`config.mk`:
```
export PLATFORM = sky130hd
export DESIGN_NAME = pet_video_top
export DESIGN_NICKNAME = d
export VERILOG_FILES = /design/src/common/pet_video_pkg.sv /design/src/crtc/crtc_regs.sv /design/src/crtc/crtc_timing.sv /design/src/rtl/video_phase_gen.sv /design/src/rtl/char_fetch.sv /design/src/rtl/dot_shifter.sv /design/src/rtl/pet_video_top.sv
export SDC_FILE = /design/constraint.sdc
export NUM_CORES = 1
export LEC_CHECK = 0
export ABC_AREA = 1
export BUFFER_PORTS_ARGS = -buffer_cell sky130_fd_sc_hd__buf_2
export CORE_ASPECT_RATIO = 0.9
export CORE_MARGIN = 2
export CORE_UTILIZATION = 63
export CTS_CLUSTER_SIZE = 8
export DETAILED_ROUTE_END_ITERATION = 10
export GPL_TIMING_DRIVEN = 1
export PLACE_DENSITY = 0.81
export RECOVER_POWER = 100
export SETUP_SLACK_MARGIN = 0.02
export SLEW_MARGIN = 20
export SYNTH_ARGS = -nofsm -noshare
export SYNTH_HDL_FRONTEND = slang
export SYNTH_SLANG_ARGS = --single-unit
```
`constraint.sdc`:
```
create_clock -name clk16_i -period 3.35 [get_ports clk16_i]
set_input_delay 0.335 -clock clk16_i [delete_from_list [all_inputs] [get_ports clk16_i]]
set_output_delay 0.335 -clock clk16_i [all_outputs]
set_load 0.01 [all_outputs]
```
`src/common/pet_video_pkg.sv`:
```
`default_nettype none

package pet_video_pkg;

    // a data byte on the video bus or in a crtc register.
    typedef logic [7:0]  byte_t;

    // character cell counts, horizontal and vertical.
    typedef logic [7:0]  char_cnt_t;

    // scanline within a character row.
    typedef logic [4:0]  row_addr_t;

    // crtc refresh memory address.
    typedef logic [13:0] mem_addr_t;

    // shared video ram / character rom bus address.
    typedef logic [13:0] bus_addr_t;

    // crtc register index, as held in the address register.
    typedef logic [4:0]  reg_idx_t;

    // position inside the 16 clock character cycle.
    typedef logic [3:0]  phase_t;

    // owner of the video bus in the current phase.
    typedef enum logic [1:0] {
        SLOT_IDLE = 2'd0,
        SLOT_VRAM = 2'd1,
        SLOT_VROM = 2'd2
    } fetch_slot_e;

    // implemented crtc register indexes (6845 numbering).
    localparam reg_idx_t R_HTOTAL     = 5'd0;
    localparam reg_idx_t R_HDISP      = 5'd1;
    localparam reg_idx_t R_HSYNC_POS  = 5'd2;
    localparam reg_idx_t R_SYNC_WIDTH = 5'd3;
    localparam reg_idx_t R_VTOTAL     = 5'd4;
    localparam reg_idx_t R_VDISP      = 5'd6;
    localparam reg_idx_t R_VSYNC_POS  = 5'd7;
    localparam reg_idx_t R_MAX_SCAN   = 5'd9;
    localparam reg_idx_t R_START_HI   = 5'd12;
    localparam reg_idx_t R_START_LO   = 5'd13;

endpackage

`default_nettype wire

```
`src/crtc/crtc_regs.sv`:
```
`default_nettype none
`timescale 1ns/1ps

module crtc_regs
    import pet_video_pkg::*;
(
    input  wire logic      clk16_i,
    input  wire logic      rst_n_i,
    input  wire logic      cs_i,
    input  wire logic      rw_n_i,
    input  wire logic      rs_i,
    input  wire byte_t     data_i,
    output char_cnt_t      htotal_o,
    output char_cnt_t      hdisp_o,
    output char_cnt_t      hsync_pos_o,
    output char_cnt_t      vtotal_o,
    output char_cnt_t      vdisp_o,
    output char_cnt_t      vsync_pos_o,
    output logic [3:0]     hsync_width_o,
    output logic [3:0]     vsync_width_o,
    output row_addr_t      max_scan_o,
    output mem_addr_t      start_addr_o
);

    reg_idx_t   addr_q;
    byte_t      sync_width_q;
    logic [5:0] start_hi_q;
    byte_t      start_lo_q;
    logic       wr_en;

    assign wr_en = cs_i && !rw_n_i;

    always_ff @(posedge clk16_i or negedge rst_n_i) begin
        if (!rst_n_i) begin
            addr_q       <= '0;
            // 40x25 text screen, 8 scanlines per character row.
            htotal_o     <= 8'd49;
            hdisp_o      <= 8'd40;
            hsync_pos_o  <= 8'd41;
            sync_width_q <= 8'h28;
            vtotal_o     <= 8'd31;
            vdisp_o      <= 8'd25;
            vsync_pos_o  <= 8'd28;
            max_scan_o   <= 5'd7;
            start_hi_q   <= '0;
            start_lo_q   <= '0;
        end else if (wr_en) begin
            if (!rs_i) begin
                addr_q <= data_i[4:0];
            end else begin
                // unimplemented indexes fall through and are dropped.
                case (addr_q)
                    R_HTOTAL:     htotal_o     <= data_i;
                    R_HDISP:      hdisp_o      <= data_i;
                    R_HSYNC_POS:  hsync_pos_o  <= data_i;
                    R_SYNC_WIDTH: sync_width_q <= data_i;
                    R_VTOTAL:     vtotal_o     <= data_i;
                    R_VDISP:      vdisp_o      <= data_i;
                    R_VSYNC_POS:  vsync_pos_o  <= data_i;
                    R_MAX_SCAN:   max_scan_o   <= data_i[4:0];
                    R_START_HI:   start_hi_q   <= data_i[5:0];
                    R_START_LO:   start_lo_q   <= data_i;
                    default: ;
                endcase
            end
        end
    end

    // low nibble is horizontal width in characters, high nibble is scanlines.
    assign hsync_width_o = sync_width_q[3:0];
    assign vsync_width_o = sync_width_q[7:4];

    assign start_addr_o = {start_hi_q, start_lo_q};

endmodule

`default_nettype wire

```
`src/crtc/crtc_timing.sv`:
```
`default_nettype none
`timescale 1ns/1ps

module crtc_timing
    import pet_video_pkg::*;
(
    input  wire logic       clk16_i,
    input  wire logic       rst_n_i,
    input  wire logic       char_en_i,
    input  wire char_cnt_t  htotal_i,
    input  wire char_cnt_t  hdisp_i,
    input  wire char_cnt_t  hsync_pos_i,
    input  wire char_cnt_t  vtotal_i,
    input  wire char_cnt_t  vdisp_i,
    input  wire char_cnt_t  vsync_pos_i,
    input  wire logic [3:0] hsync_width_i,
    input  wire logic [3:0] vsync_width_i,
    input  wire row_addr_t  max_scan_i,
    input  wire mem_addr_t  start_addr_i,
    output mem_addr_t       ma_o,
    output row_addr_t       ra_o,
    output logic            hsync_o,
    output logic            vsync_o,
    output logic            de_o
);

    char_cnt_t  col_q;
    char_cnt_t  row_q;
    char_cnt_t  col_next;
    char_cnt_t  row_next;
    row_addr_t  scan_next;
    mem_addr_t  row_base_q;
    mem_addr_t  row_base_next;
    mem_addr_t  ma_next;
    logic [3:0] vs_left_q;
    logic [3:0] vs_left_next;
    logic       line_end;
    logic       row_end;
    logic       frame_end;
    logic [8:0] hs_end;
    logic       hsync_now;

    // compare with >= so a total written below the count still wraps.
    assign line_end  = (col_q >= htotal_i);
    assign row_end   = line_end && (ra_o >= max_scan_i);
    assign frame_end = row_end && (row_q >= vtotal_i);

    // row_base tracks start + row * hdisp, so ma is row_base + column.
    always_comb begin
        col_next      = line_end ? '0 : col_q + 8'd1;
        scan_next     = ra_o;
        row_next      = row_q;
        row_base_next = row_base_q;
        ma_next       = ma_o + 14'd1;
        vs_left_next  = vs_left_q;
        if (line_end) begin
            scan_next = ra_o + 5'd1;
            if (row_end) begin
                scan_next     = '0;
                row_next      = row_q + 8'd1;
                row_base_next = row_base_q + {6'd0, hdisp_i};
                if (frame_end) begin
                    row_next      = '0;
                    row_base_next = start_addr_i;
                end
            end
            ma_next = row_base_next;
            // vsync counts whole scanlines from the first line of the sync row.
            if (scan_next == '0 && row_next == vsync_pos_i) begin
                vs_left_next = vsync_width_i;
            end else if (vs_left_q != '0) begin
                vs_left_next = vs_left_q - 4'd1;
            end
        end
    end

    assign hs_end    = {1'b0, hsync_pos_i} + {5'd0, hsync_width_i};
    assign hsync_now = (col_q >= hsync_pos_i) && ({1'b0, col_q} < hs_end);

    always_ff @(posedge clk16_i or negedge rst_n_i) begin
        if (!rst_n_i) begin
            col_q      <= '0;
            row_q      <= '0;
            ra_o       <= '0;
            ma_o       <= '0;
            row_base_q <= '0;
            vs_left_q  <= '0;
            hsync_o    <= 1'b0;
            vsync_o    <= 1'b0;
            de_o       <= 1'b0;
        end else if (char_en_i) begin
            col_q      <= col_next;
            row_q      <= row_next;
            ra_o       <= scan_next;
            ma_o       <= ma_next;
            row_base_q <= row_base_next;
            vs_left_q  <= vs_left_next;
            // syncs of the cell just fetched, so they line up with its pixels.
            hsync_o    <= hsync_now;
            vsync_o    <= (vs_left_q != '0);
            // de of the cell about to be fetched; the shifter holds it one more cell.
            de_o       <= (col_next < hdisp_i) && (row_next < vdisp_i);
        end
    end

    // the fetch unit relies on ma holding still for the whole character cycle.
    ma_stable_a: assert property (@(posedge clk16_i) disable iff (!rst_n_i)
        !$past(char_en_i) |-> $stable(ma_o));

endmodule

`default_nettype wire

```
`src/rtl/video_phase_gen.sv`:
```
`default_nettype none
`timescale 1ns/1ps

module video_phase_gen
    import pet_video_pkg::*;
(
    input  wire logic clk16_i,
    input  wire logic rst_n_i,
    output fetch_slot_e slot_o,
    output logic      char_en_o,
    output logic      latch_char_o,
    output logic      latch_glyph_o,
    output logic      pixel_en_o
);

    phase_t phase_q;
    logic   run_q;

    // run_q keeps the bus idle until the first full character cycle.
    always_ff @(posedge clk16_i or negedge rst_n_i) begin
        if (!rst_n_i) begin
            phase_q <= '0;
            run_q   <= 1'b0;
        end else begin
            phase_q <= phase_q + 4'd1;
            if (char_en_o) begin
                run_q <= 1'b1;
            end
        end
    end

    assign char_en_o     = (phase_q == 4'd15);
    assign latch_char_o  = (phase_q == 4'd3);
    assign latch_glyph_o = (phase_q == 4'd7);
    // two clocks per pixel at 8 MHz.
    assign pixel_en_o    = phase_q[0];

    // phases 0-3 read video ram, 4-7 read the character rom.
    always_comb begin
        case (phase_q[3:2])
            2'd0:    slot_o = run_q ? SLOT_VRAM : SLOT_IDLE;
            2'd1:    slot_o = run_q ? SLOT_VROM : SLOT_IDLE;
            default: slot_o = SLOT_IDLE;
        endcase
    end

    char_en_period_a: assert property (@(posedge clk16_i) disable iff (!rst_n_i)
        char_en_o |=> !char_en_o [*15] ##1 char_en_o);

endmodule

`default_nettype wire

```
`src/rtl/char_fetch.sv`:
```
`default_nettype none
`timescale 1ns/1ps

module char_fetch
    import pet_video_pkg::*;
#(
    parameter logic [1:0] CHROM_BASE = 2'b10
) (
    input  wire logic        clk16_i,
    input  wire logic        rst_n_i,
    input  wire fetch_slot_e slot_i,
    input  wire logic        latch_char_i,
    input  wire logic        latch_glyph_i,
    input  wire mem_addr_t   ma_i,
    input  wire row_addr_t   ra_i,
    input  wire byte_t       data_i,
    output bus_addr_t        addr_o,
    output logic             addr_oe_o,
    output byte_t            glyph_o,
    output logic             reverse_o,
    output logic             row_valid_o
);

    logic [6:0] code_q;
    logic       rev_q;

    // rom address is base, pad, glyph index, then the scanline within it.
    always_comb begin
        case (slot_i)
            SLOT_VRAM: addr_o = ma_i;
            SLOT_VROM: addr_o = {CHROM_BASE, 2'b00, code_q, ra_i[2:0]};
            default:   addr_o = '0;
        endcase
    end

    assign addr_oe_o = (slot_i != SLOT_IDLE);

    // bit 7 of the screen code selects reverse video.
    always_ff @(posedge clk16_i or negedge rst_n_i) begin
        if (!rst_n_i) begin
            rev_q <= 1'b0;
        end else if (latch_char_i) begin
            rev_q <= data_i[7];
        end
    end

    always_ff @(posedge clk16_i) begin
        if (latch_char_i) begin
            code_q <= data_i[6:0];
        end
        if (latch_glyph_i) begin
            glyph_o <= data_i;
        end
    end

    assign reverse_o = rev_q;

    // the rom holds 8 lines per glyph; taller rows are blank below that.
    assign row_valid_o = (ra_i[4:3] == 2'b00);

endmodule

`default_nettype wire

```
`src/rtl/dot_shifter.sv`:
```
`default_nettype none
`timescale 1ns/1ps

module dot_shifter
    import pet_video_pkg::*;
(
    input  wire logic  clk16_i,
    input  wire logic  rst_n_i,
    input  wire logic  load_i,
    input  wire logic  pixel_en_i,
    input  wire byte_t glyph_i,
    input  wire logic  reverse_i,
    input  wire logic  row_valid_i,
    input  wire logic  de_i,
    output logic       video_o
);

    byte_t shift_q;
    logic  rev_q;
    logic  blank_q;

    // attributes are taken on the same load as the glyph they belong to.
    always_ff @(posedge clk16_i or negedge rst_n_i) begin
        if (!rst_n_i) begin
            rev_q   <= 1'b0;
            blank_q <= 1'b1;
        end else if (load_i) begin
            rev_q   <= reverse_i;
            blank_q <= !de_i || !row_valid_i;
        end
    end

    // msb is the leftmost pixel.
    always_ff @(posedge clk16_i) begin
        if (load_i) begin
            shift_q <= glyph_i;
        end else if (pixel_en_i) begin
            shift_q <= {shift_q[6:0], 1'b0};
        end
    end

    assign video_o = blank_q ? 1'b0 : (shift_q[7] ^ rev_q);

endmodule

`default_nettype wire

```
`src/rtl/pet_video_top.sv`:
```
`default_nettype none
`timescale 1ns/1ps

module pet_video_top
    import pet_video_pkg::*;
#(
    parameter logic [1:0] CHROM_BASE = 2'b10
) (
    input  wire logic  clk16_i,
    input  wire logic  rst_n_i,
    input  wire logic  crtc_cs_i,
    input  wire logic  rw_n_i,
    input  wire logic  rs_i,
    input  wire byte_t data_i,
    output bus_addr_t  addr_o,
    output logic       addr_oe_o,
    output logic       h_sync_o,
    output logic       v_sync_o,
    output logic       video_o
);

    char_cnt_t   htotal, hdisp, hsync_pos;
    char_cnt_t   vtotal, vdisp, vsync_pos;
    logic [3:0]  hsync_width, vsync_width;
    row_addr_t   max_scan;
    mem_addr_t   start_addr;
    mem_addr_t   ma;
    row_addr_t   ra;
    logic        hsync, vsync, de;
    fetch_slot_e slot;
    logic        char_en, latch_char, latch_glyph, pixel_en;
    byte_t       glyph;
    logic        reverse, row_valid;

    crtc_regs u_regs (
        .clk16_i(clk16_i), .rst_n_i(rst_n_i),
        .cs_i(crtc_cs_i), .rw_n_i(rw_n_i), .rs_i(rs_i), .data_i(data_i),
        .htotal_o(htotal), .hdisp_o(hdisp), .hsync_pos_o(hsync_pos),
        .vtotal_o(vtotal), .vdisp_o(vdisp), .vsync_pos_o(vsync_pos),
        .hsync_width_o(hsync_width), .vsync_width_o(vsync_width),
        .max_scan_o(max_scan), .start_addr_o(start_addr)
    );

    crtc_timing u_timing (
        .clk16_i(clk16_i), .rst_n_i(rst_n_i), .char_en_i(char_en),
        .htotal_i(htotal), .hdisp_i(hdisp), .hsync_pos_i(hsync_pos),
        .vtotal_i(vtotal), .vdisp_i(vdisp), .vsync_pos_i(vsync_pos),
        .hsync_width_i(hsync_width), .vsync_width_i(vsync_width),
        .max_scan_i(max_scan), .start_addr_i(start_addr),
        .ma_o(ma), .ra_o(ra), .hsync_o(hsync), .vsync_o(vsync), .de_o(de)
    );

    video_phase_gen u_phase (
        .clk16_i(clk16_i), .rst_n_i(rst_n_i), .slot_o(slot),
        .char_en_o(char_en), .latch_char_o(latch_char),
        .latch_glyph_o(latch_glyph), .pixel_en_o(pixel_en)
    );

    char_fetch #(
        .CHROM_BASE(CHROM_BASE)
    ) u_fetch (
        .clk16_i(clk16_i), .rst_n_i(rst_n_i), .slot_i(slot),
        .latch_char_i(latch_char), .latch_glyph_i(latch_glyph),
        .ma_i(ma), .ra_i(ra), .data_i(data_i),
        .addr_o(addr_o), .addr_oe_o(addr_oe_o),
        .glyph_o(glyph), .reverse_o(reverse), .row_valid_o(row_valid)
    );

    dot_shifter u_shifter (
        .clk16_i(clk16_i), .rst_n_i(rst_n_i),
        .load_i(char_en), .pixel_en_i(pixel_en), .glyph_i(glyph),
        .reverse_i(reverse), .row_valid_i(row_valid), .de_i(de),
        .video_o(video_o)
    );

    // monitor expects negative syncs.
    assign h_sync_o = !hsync;
    assign v_sync_o = !vsync;

endmodule

`default_nettype wire

```
# Word level (Yosys, flattened, before mapping)
# Index checks and enable logic that the tools add are counted.
dict set report classes {
  addsub 8
  magnitude_cmp 7
  eq_ne 16
  mux 19
  n_bitwise 2
  n_reduce_logical 33
}
# operator n
set ops {}
lappend ops {{2-to-1 mux 8 bit} 7}
lappend ops {{2-to-1 mux 14 bit} 3}
lappend ops {{AND reduction 3 bit} 11}
lappend ops {{one-hot mux 14 bit (2 select lines)} 1}
lappend ops {{>= comparator 8 bit} 3}
lappend ops {{adder 8 x 1 -> 8 bit (second input constant)} 2}
lappend ops {{< comparator 8 bit} 2}
lappend ops {{equality test 5 x 3 -> 1 bit (second input constant)} 3}
lappend ops {{equality test 5 x 4 -> 1 bit (second input constant)} 3}
lappend ops {{adder 14 x 1 -> 14 bit (second input constant)} 1}
lappend ops {{adder 14 x 8 -> 14 bit} 1}
lappend ops {{equality test 5 x 2 -> 1 bit (second input constant)} 2}
lappend ops {{logical NOT 5 bit} 2}
lappend ops {{2-to-1 mux 5 bit} 2}
lappend ops {{adder 8 x 4 -> 9 bit} 1}
lappend ops {{< comparator 8 x 9 -> 1 bit} 1}
lappend ops {{equality test 8 bit} 1}
lappend ops {{2-to-1 mux 4 bit} 2}
lappend ops {{logical AND 1 bit} 6}
lappend ops {{nonzero test 2 bit} 3}
lappend ops {{adder 5 x 1 -> 5 bit (second input constant)} 1}
lappend ops {{equality test 5 x 1 -> 1 bit (second input constant)} 1}
lappend ops {{>= comparator 5 bit} 1}
lappend ops {{logical NOT 1 bit} 5}
lappend ops {{other kinds (16)} 20}
dict set report totals {
  reg_bits 167
  in_bits 13
  output_inout_bits 18
}

# Longest topological paths before layout
dict set report depth {
  depth_word 10
  depth_mapped 23
  mapped_depth_nobuf 23
}

# Cells and area by module
# A second synthesis with hierarchy kept.
dict set report hier_totals {
  cells_unflattened 1229
  area_unflattened_um2 9894.5
}
# mod instances cells_each area_per_inst_um2 seq_area_each_um2
set modules_own_cells {}
lappend modules_own_cells {crtc_timing 1 717 5173.7 1401.3}
lappend modules_own_cells {crtc_regs 1 368 3286.9 2031.9}
lappend modules_own_cells {char_fetch 1 70 760.7 475.5}
lappend modules_own_cells {dot_shifter 1 48 444.2 291.5}
lappend modules_own_cells {video_phase_gen 1 24 221.5 125.1}
lappend modules_own_cells {pet_video_top 1 2 7.5 0.0}

# Worst setup path before layout
# Ideal clock, no wire load.
dict set report synth_path {
  kind {register to register}
  startpoint {register u_regs.htotal_o[5]}
  endpoint {register u_timing.de_o}
  setup_ps 66
  arrival_ps 2593
  slack_ps 691
  stages_incl_launch_ff 20
  path_buffers 0
  period_less_slack_ps 2659
  cell_sequence {dfstp_2 -> inv_1 -> ha_1 -> nand2_1 -> nor2_4 -> nand4_2 -> nand3_4 -> nand2_4 -> inv_6 -> o21ai_2 -> nand2_1 -> inv_1 -> ha_1 -> a21oi_1 -> nand2_1 -> a211oi_1 -> o2111ai_1 -> a21oi_1 -> nand2_1 -> nand2_1}
}
dict set report synth_via {
  elab_chain_len 9
  elab_cells_between_ends 11
  classes_between {order compare (3); mux (5); reduce/logical (3)}
}
# item line
set synth_rtl {}
lappend synth_rtl {{from (decl)} crtc_regs.sv:13} ;# output char_cnt_t htotal_o,
lappend synth_rtl {{from (signal assigned)} crtc_regs.sv:53} ;# R_HTOTAL: htotal_o <= data_i;
lappend synth_rtl {{>= comparator 8 bit (*)} crtc_timing.sv:44} ;# assign line_end = (col_q >= htotal_i);
lappend synth_rtl {{logical AND 1 bit} crtc_timing.sv:45} ;# assign row_end = line_end && (ra_o >= max_scan_i);
lappend synth_rtl {{logical AND 1 bit} crtc_timing.sv:46} ;# assign frame_end = row_end && (row_q >= vtotal_i);
lappend synth_rtl {{2-to-1 mux 8 bit} crtc_timing.sv:62} ;# if (frame_end) begin
lappend synth_rtl {{2-to-1 mux 8 bit} crtc_timing.sv:58} ;# if (row_end) begin
lappend synth_rtl {{2-to-1 mux 8 bit} crtc_timing.sv:56} ;# if (line_end) begin
lappend synth_rtl {{2-to-1 mux 8 bit (*)} crtc_timing.sv:56}
lappend synth_rtl {{net u_timing.row_next[7]} crtc_timing.sv:30} ;# char_cnt_t row_next;
lappend synth_rtl {{< comparator 8 bit (*)} crtc_timing.sv:102} ;# de_o <= (col_next < hdisp_i) && (row_next < vdisp_i);
lappend synth_rtl {{logical AND 1 bit (*)} crtc_timing.sv:102}
lappend synth_rtl {{to (signal assigned)} crtc_timing.sv:102}
lappend synth_rtl {{to (decl)} crtc_timing.sv:24} ;# output logic de_o
# Mark *: on every way through the listed nets, which the timed path passes. The rest lies on a longest branch. The select of a mux whose other input is x is not followed.
# A chain may end at the register's enable or synchronous reset.

# Worst setup path after layout
dict set report layout_path {
  startpoint {register u_regs.max_scan_o[2]}
  endpoint {register u_timing.de_o}
}
dict set report layout_via {
  elab_chain_len 9
}
# item line
set layout_rtl {}
lappend layout_rtl {{from (decl)} crtc_regs.sv:21} ;# output row_addr_t max_scan_o,
lappend layout_rtl {{from (signal assigned)} crtc_regs.sv:60} ;# R_MAX_SCAN: max_scan_o <= data_i[4:0];
lappend layout_rtl {{>= comparator 5 bit (*)} crtc_timing.sv:45}
lappend layout_rtl {{logical AND 1 bit (*)} crtc_timing.sv:45}
lappend layout_rtl {{logical AND 1 bit} crtc_timing.sv:46}
lappend layout_rtl {{2-to-1 mux 8 bit} crtc_timing.sv:62}
lappend layout_rtl {{2-to-1 mux 8 bit (*)} crtc_timing.sv:58}
lappend layout_rtl {{2-to-1 mux 8 bit (*) (2 in a row)} crtc_timing.sv:56}
lappend layout_rtl {{net u_timing.row_next[7]} crtc_timing.sv:30}
lappend layout_rtl {{< comparator 8 bit (*)} crtc_timing.sv:102}
lappend layout_rtl {{logical AND 1 bit (*)} crtc_timing.sv:102}
# Marks and branches as above.

==> results.yml <==
synth:
  syn_area_per_cell_um2: 8.25
  synth_nets: 1248
  synth_top_flop_cell: "dfrtp_1"
  synthAdderAreaFrac_pct: 9.82
  netlist_area_um2: 9580
  synth_top_family_by_area: "simple AND/OR/NAND/NOR gates"
  synth_compound_gate_area_share_pct: 13.2
  post_synth_xor_xnor_area_pct: 2.83
  postSynth.asyncResetShare_pct: 86.2
  synth_cell_types: 53
  synthSimpleGateAreaFrac_pct: 21.6
  sequential_share_of_the_synthesized_area_pct: 45.1
  postSynthCellCount: 1161
  post_synth_edffs: 23
  ys_warn_count: 0
  yosys_register_bits: 167
  synth_mux_area_share_pct: 0
cells_and_area:
  sequential_cell_area_um2: 4330
  final_common_cell: "nand2_1"
  final_layout_size_suffix_gt1_share_pct: 8.37
  multi_input_area_um2: 4530
  finish.net_count: 1280
  most-common-layout-cells: "313 x nand2_1, 149 x o21ai_0, 146 x inv_1"
  final.fill_count: 1168
  area_growth_pct: 10.2
  antenna_cells: 0
setup_path:
  critPathArrivalTime_ns: 3.48
  setup.worst_path.start_class: "register"
  crit_path_end_kind: "register"
  critical_path_required_ns: 3.71
  path_class: "reg2reg"
  r2r_setup_slack_ns: 0.23
  critical_path.max_fanout: 19
detailed_routing:
  drt_iter0_markers: 715
  remaining_drcs: 0
  final_antenna_net_count: 0
  detail_route.wirelength_mm: 23.5
  drtPass1Iterations: 6
  post_drt_via_cell_ratio: 5.74
  detailroute.via_count: 8052
  routed_wire_length_per_instance_um: 16.8
floorplan:
  core_region_area_um2: 14800
  die_width_um: 134
  initial_core_util_pct: 64.9
  fp.dieH_um: 121
  die-area_um2: 16200
  ioPinCount: 31
  floorplan.rows: 42
clocking:
  cts.root.buffer_cell: "clkbuf_16"
  clock_pin_slew_of_the_registers_on_the_worst_case_setup_and_hold_paths_ns: 0.06
  tritoncts_clock_tree: "built"
  cts_htree_levels: 4
  clock-sinks: 167
  worst_skew_pair.late_latency_ns: 0.43
  cts_inserted_buffers: 17
  cts.path.max_buffers: 2
sta:
  period_minus_slack_ns: 3.12
  clock-skew-final_ns: 0.0108
  maxClockFrequency_mhz: 320
  rsz_0062_raised_after_global_routing: "no"
  finalCritPeriodShare_pct: 93.1
  tightestPinTransition_ns: 1.91
  timing_max_transition_violations_final: 77
  count_of_endpoints_failing_setup_in_the_final_report: 0
  timing.final.ws_setup_ns: 0.230
  timing_hold_violations_final: 0
  max_slew_margin_pct: -27.7
  totalNegativeSetupSlack_ns: 0
global_route:
  antenna_violations_before_repair: 0
  grt_overflow: 0
  first_global_vias: 7821
  grt_first_pass_wirelength_mm: 39.0
  grt_use_total_pct: 31.1
  grt_start_max_net_pins: 77
placed_design:
  gp_routability_congestion: 0.916
  place_worst_setup_slack_ns: 0.220
  hpwl_mm: 16.0
  port-buffer-count: 30
flow_run:
  maxCapViolations: 1
pwr:
  power.leakage_nw: 5.00
  cellPowerDensity_nw_per_um2: 799
  irDropWorstVdd_v: 0.000497
run_status:
  status: "finished with violations"
  failed_checks: "capacitance limit, slew limit"
hold_path:
  min-delay-path-class: "in2reg"
## registers in the layout, indices dropped and copies added, names as in the netlist, 7 cells and up
signal               cells
u_regs.vdisp_o           8
u_fetch.code_q           7
u_regs.hdisp_o           8
u_regs.hsync_pos_o       8
u_shifter.shift_q        8
u_timing.col_q           8
u_regs.start_lo_q        8
u_timing.row_base_q     14
u_regs.vtotal_o          8
u_timing.row_q           8
u_regs.vsync_pos_o       8
u_timing.ma_o           14
u_regs.sync_width_q      8
u_regs.htotal_o          8
u_fetch.glyph_o          8
## layout make-up
type,instances,area share (%)
Timing Repair Buffer,45,2.05
Multi-Input combinational cell,811,42.9
Sequential cell,167,41.0
Tap cell,198,2.35
Clock buffer,19,4.10
Inverter,151,5.44
Clock inverter,13,2.16
## per-layer routing
layer | track usage [%] | part of all wire, % | wire length [um]
met4 | 12.2 | 2.6 | 620
met2 | 48.1 | 46 | 10800
met5 | 0 | 0 | 0
met1 | 44.0 | 45 | 10600
met3 | 5.26 | 6.6 | 1540
## worst paths after layout
| path | startpoint | cells after the start | to |
|---|---|---|---|
| hold reg to reg | u_phase.phase_q[0] | 1 | u_phase.phase_q[0] |
| max in group asynchronous | rst_n_i | 3 | u_regs.vdisp_o[1] |
| min in group asynchronous | rst_n_i | 2 | u_phase.phase_q[0] |
| setup / recovery | u_regs.max_scan_o[2] | 17 | u_timing.de_o |
| hold / removal | data_i[7] | 1 | u_fetch.glyph_o[7] |
| setup reg to reg | u_regs.max_scan_o[2] | 17 | u_timing.de_o |
## Yosys cell counts (2+ instances only)
cell type    n  area share (%)
nand2_4      2            0.24
nor3b_1      2            0.16
nand3_1     65             3.4
o21ai_0    148             7.7
inv_2        7            0.27
o22ai_1      4            0.26
o221ai_1     5            0.46
fa_1         2            0.42
dfstp_2     25             6.9
o21ai_2      7            0.64
o2111ai_1    2            0.18
o211ai_1     7            0.55
nand4_1      8            0.52
a21oi_1     40             2.1
nor3_1      15            0.78
nor2_4       6            0.71
inv_1      143             5.6
dfrtp_1    119              31
nand2_2      8            0.52
and2_1       2            0.13
ha_1        72             9.4
xor2_1      23             2.1
clkbuf_1    28             1.1
nand3b_1     5            0.39
nand2_1    311              12
nor2_1      46             1.8
o21a_1       3            0.24
xnor2_1      8            0.73
edfxtp_1    23             7.2
o31ai_1      2            0.16
## critical path, cell delays in order, from the launching register on
cell	delay, ns
dfstp_2	0.53
inv_1	0.04
ha_1	0.29
a21oi_1	0.07
o211ai_1	0.41
nand2_4	0.18
inv_8	0.18
o21ai_2	0.08
nand2_1	0.11
inv_1	0.06
ha_1	0.28
a21oi_1	0.15
nand2_1	0.07
a211oi_1	0.19
o2111ai_1	0.13
a21oi_1	0.15
nand2_1	0.07
nand2_1	0.05
## through the flow
stage / hold WS (ns) / instance area, um^2 / power (W) / util [%] / cells
2_1_floorplan: 0.0394 / 9580 / 0.00529 / - / 1161
3_3_place_gp: 0.402 / 9930 / 0.00603 / 67.3 / 1368
3_5_place_dp: 0.403 / 9930 / 0.00615 / 67.3 / 1368
4_1_cts: 0.0876 / 10600 / 0.00843 / 71.8 / 1401
5_1_grt: 0.0894 / 10600 / 0.00903 / 71.5 / 1404
6_report: 0.0970 / 10600 / 0.00843 / 71.5 / 1404
## what timing repair did
| action | CTS | global route |
|---|---|---|
| buffers inserted | 0 | 3 |
| hold endpoints to repair | 66 | 0 |
| setup endpoints to repair | 0 | 1 |
| hold buffers | 1 | 0 |
| gates resized for setup | 0 | 1 |
## kinds of logic after synthesis
family	count (synthesis)
buffers and inverters	183
and+or+nand+nor	478
AOI/OAI and AO/OA	228
adders and majority gates	74
DFF	167
xor gates and xnor gates	31
## power breakdown
group	switching, W	internal, W	total (W)	leakage (nW)
sequential	0.000400	0.00252	0.00292	2.06
combinational	0.00210	0.00119	0.00329	2.62
clock	0.000822	0.00140	0.00222	0.321
total	0.00333	0.00510	0.00843	5.00
(Power assumes the default switching activity.)
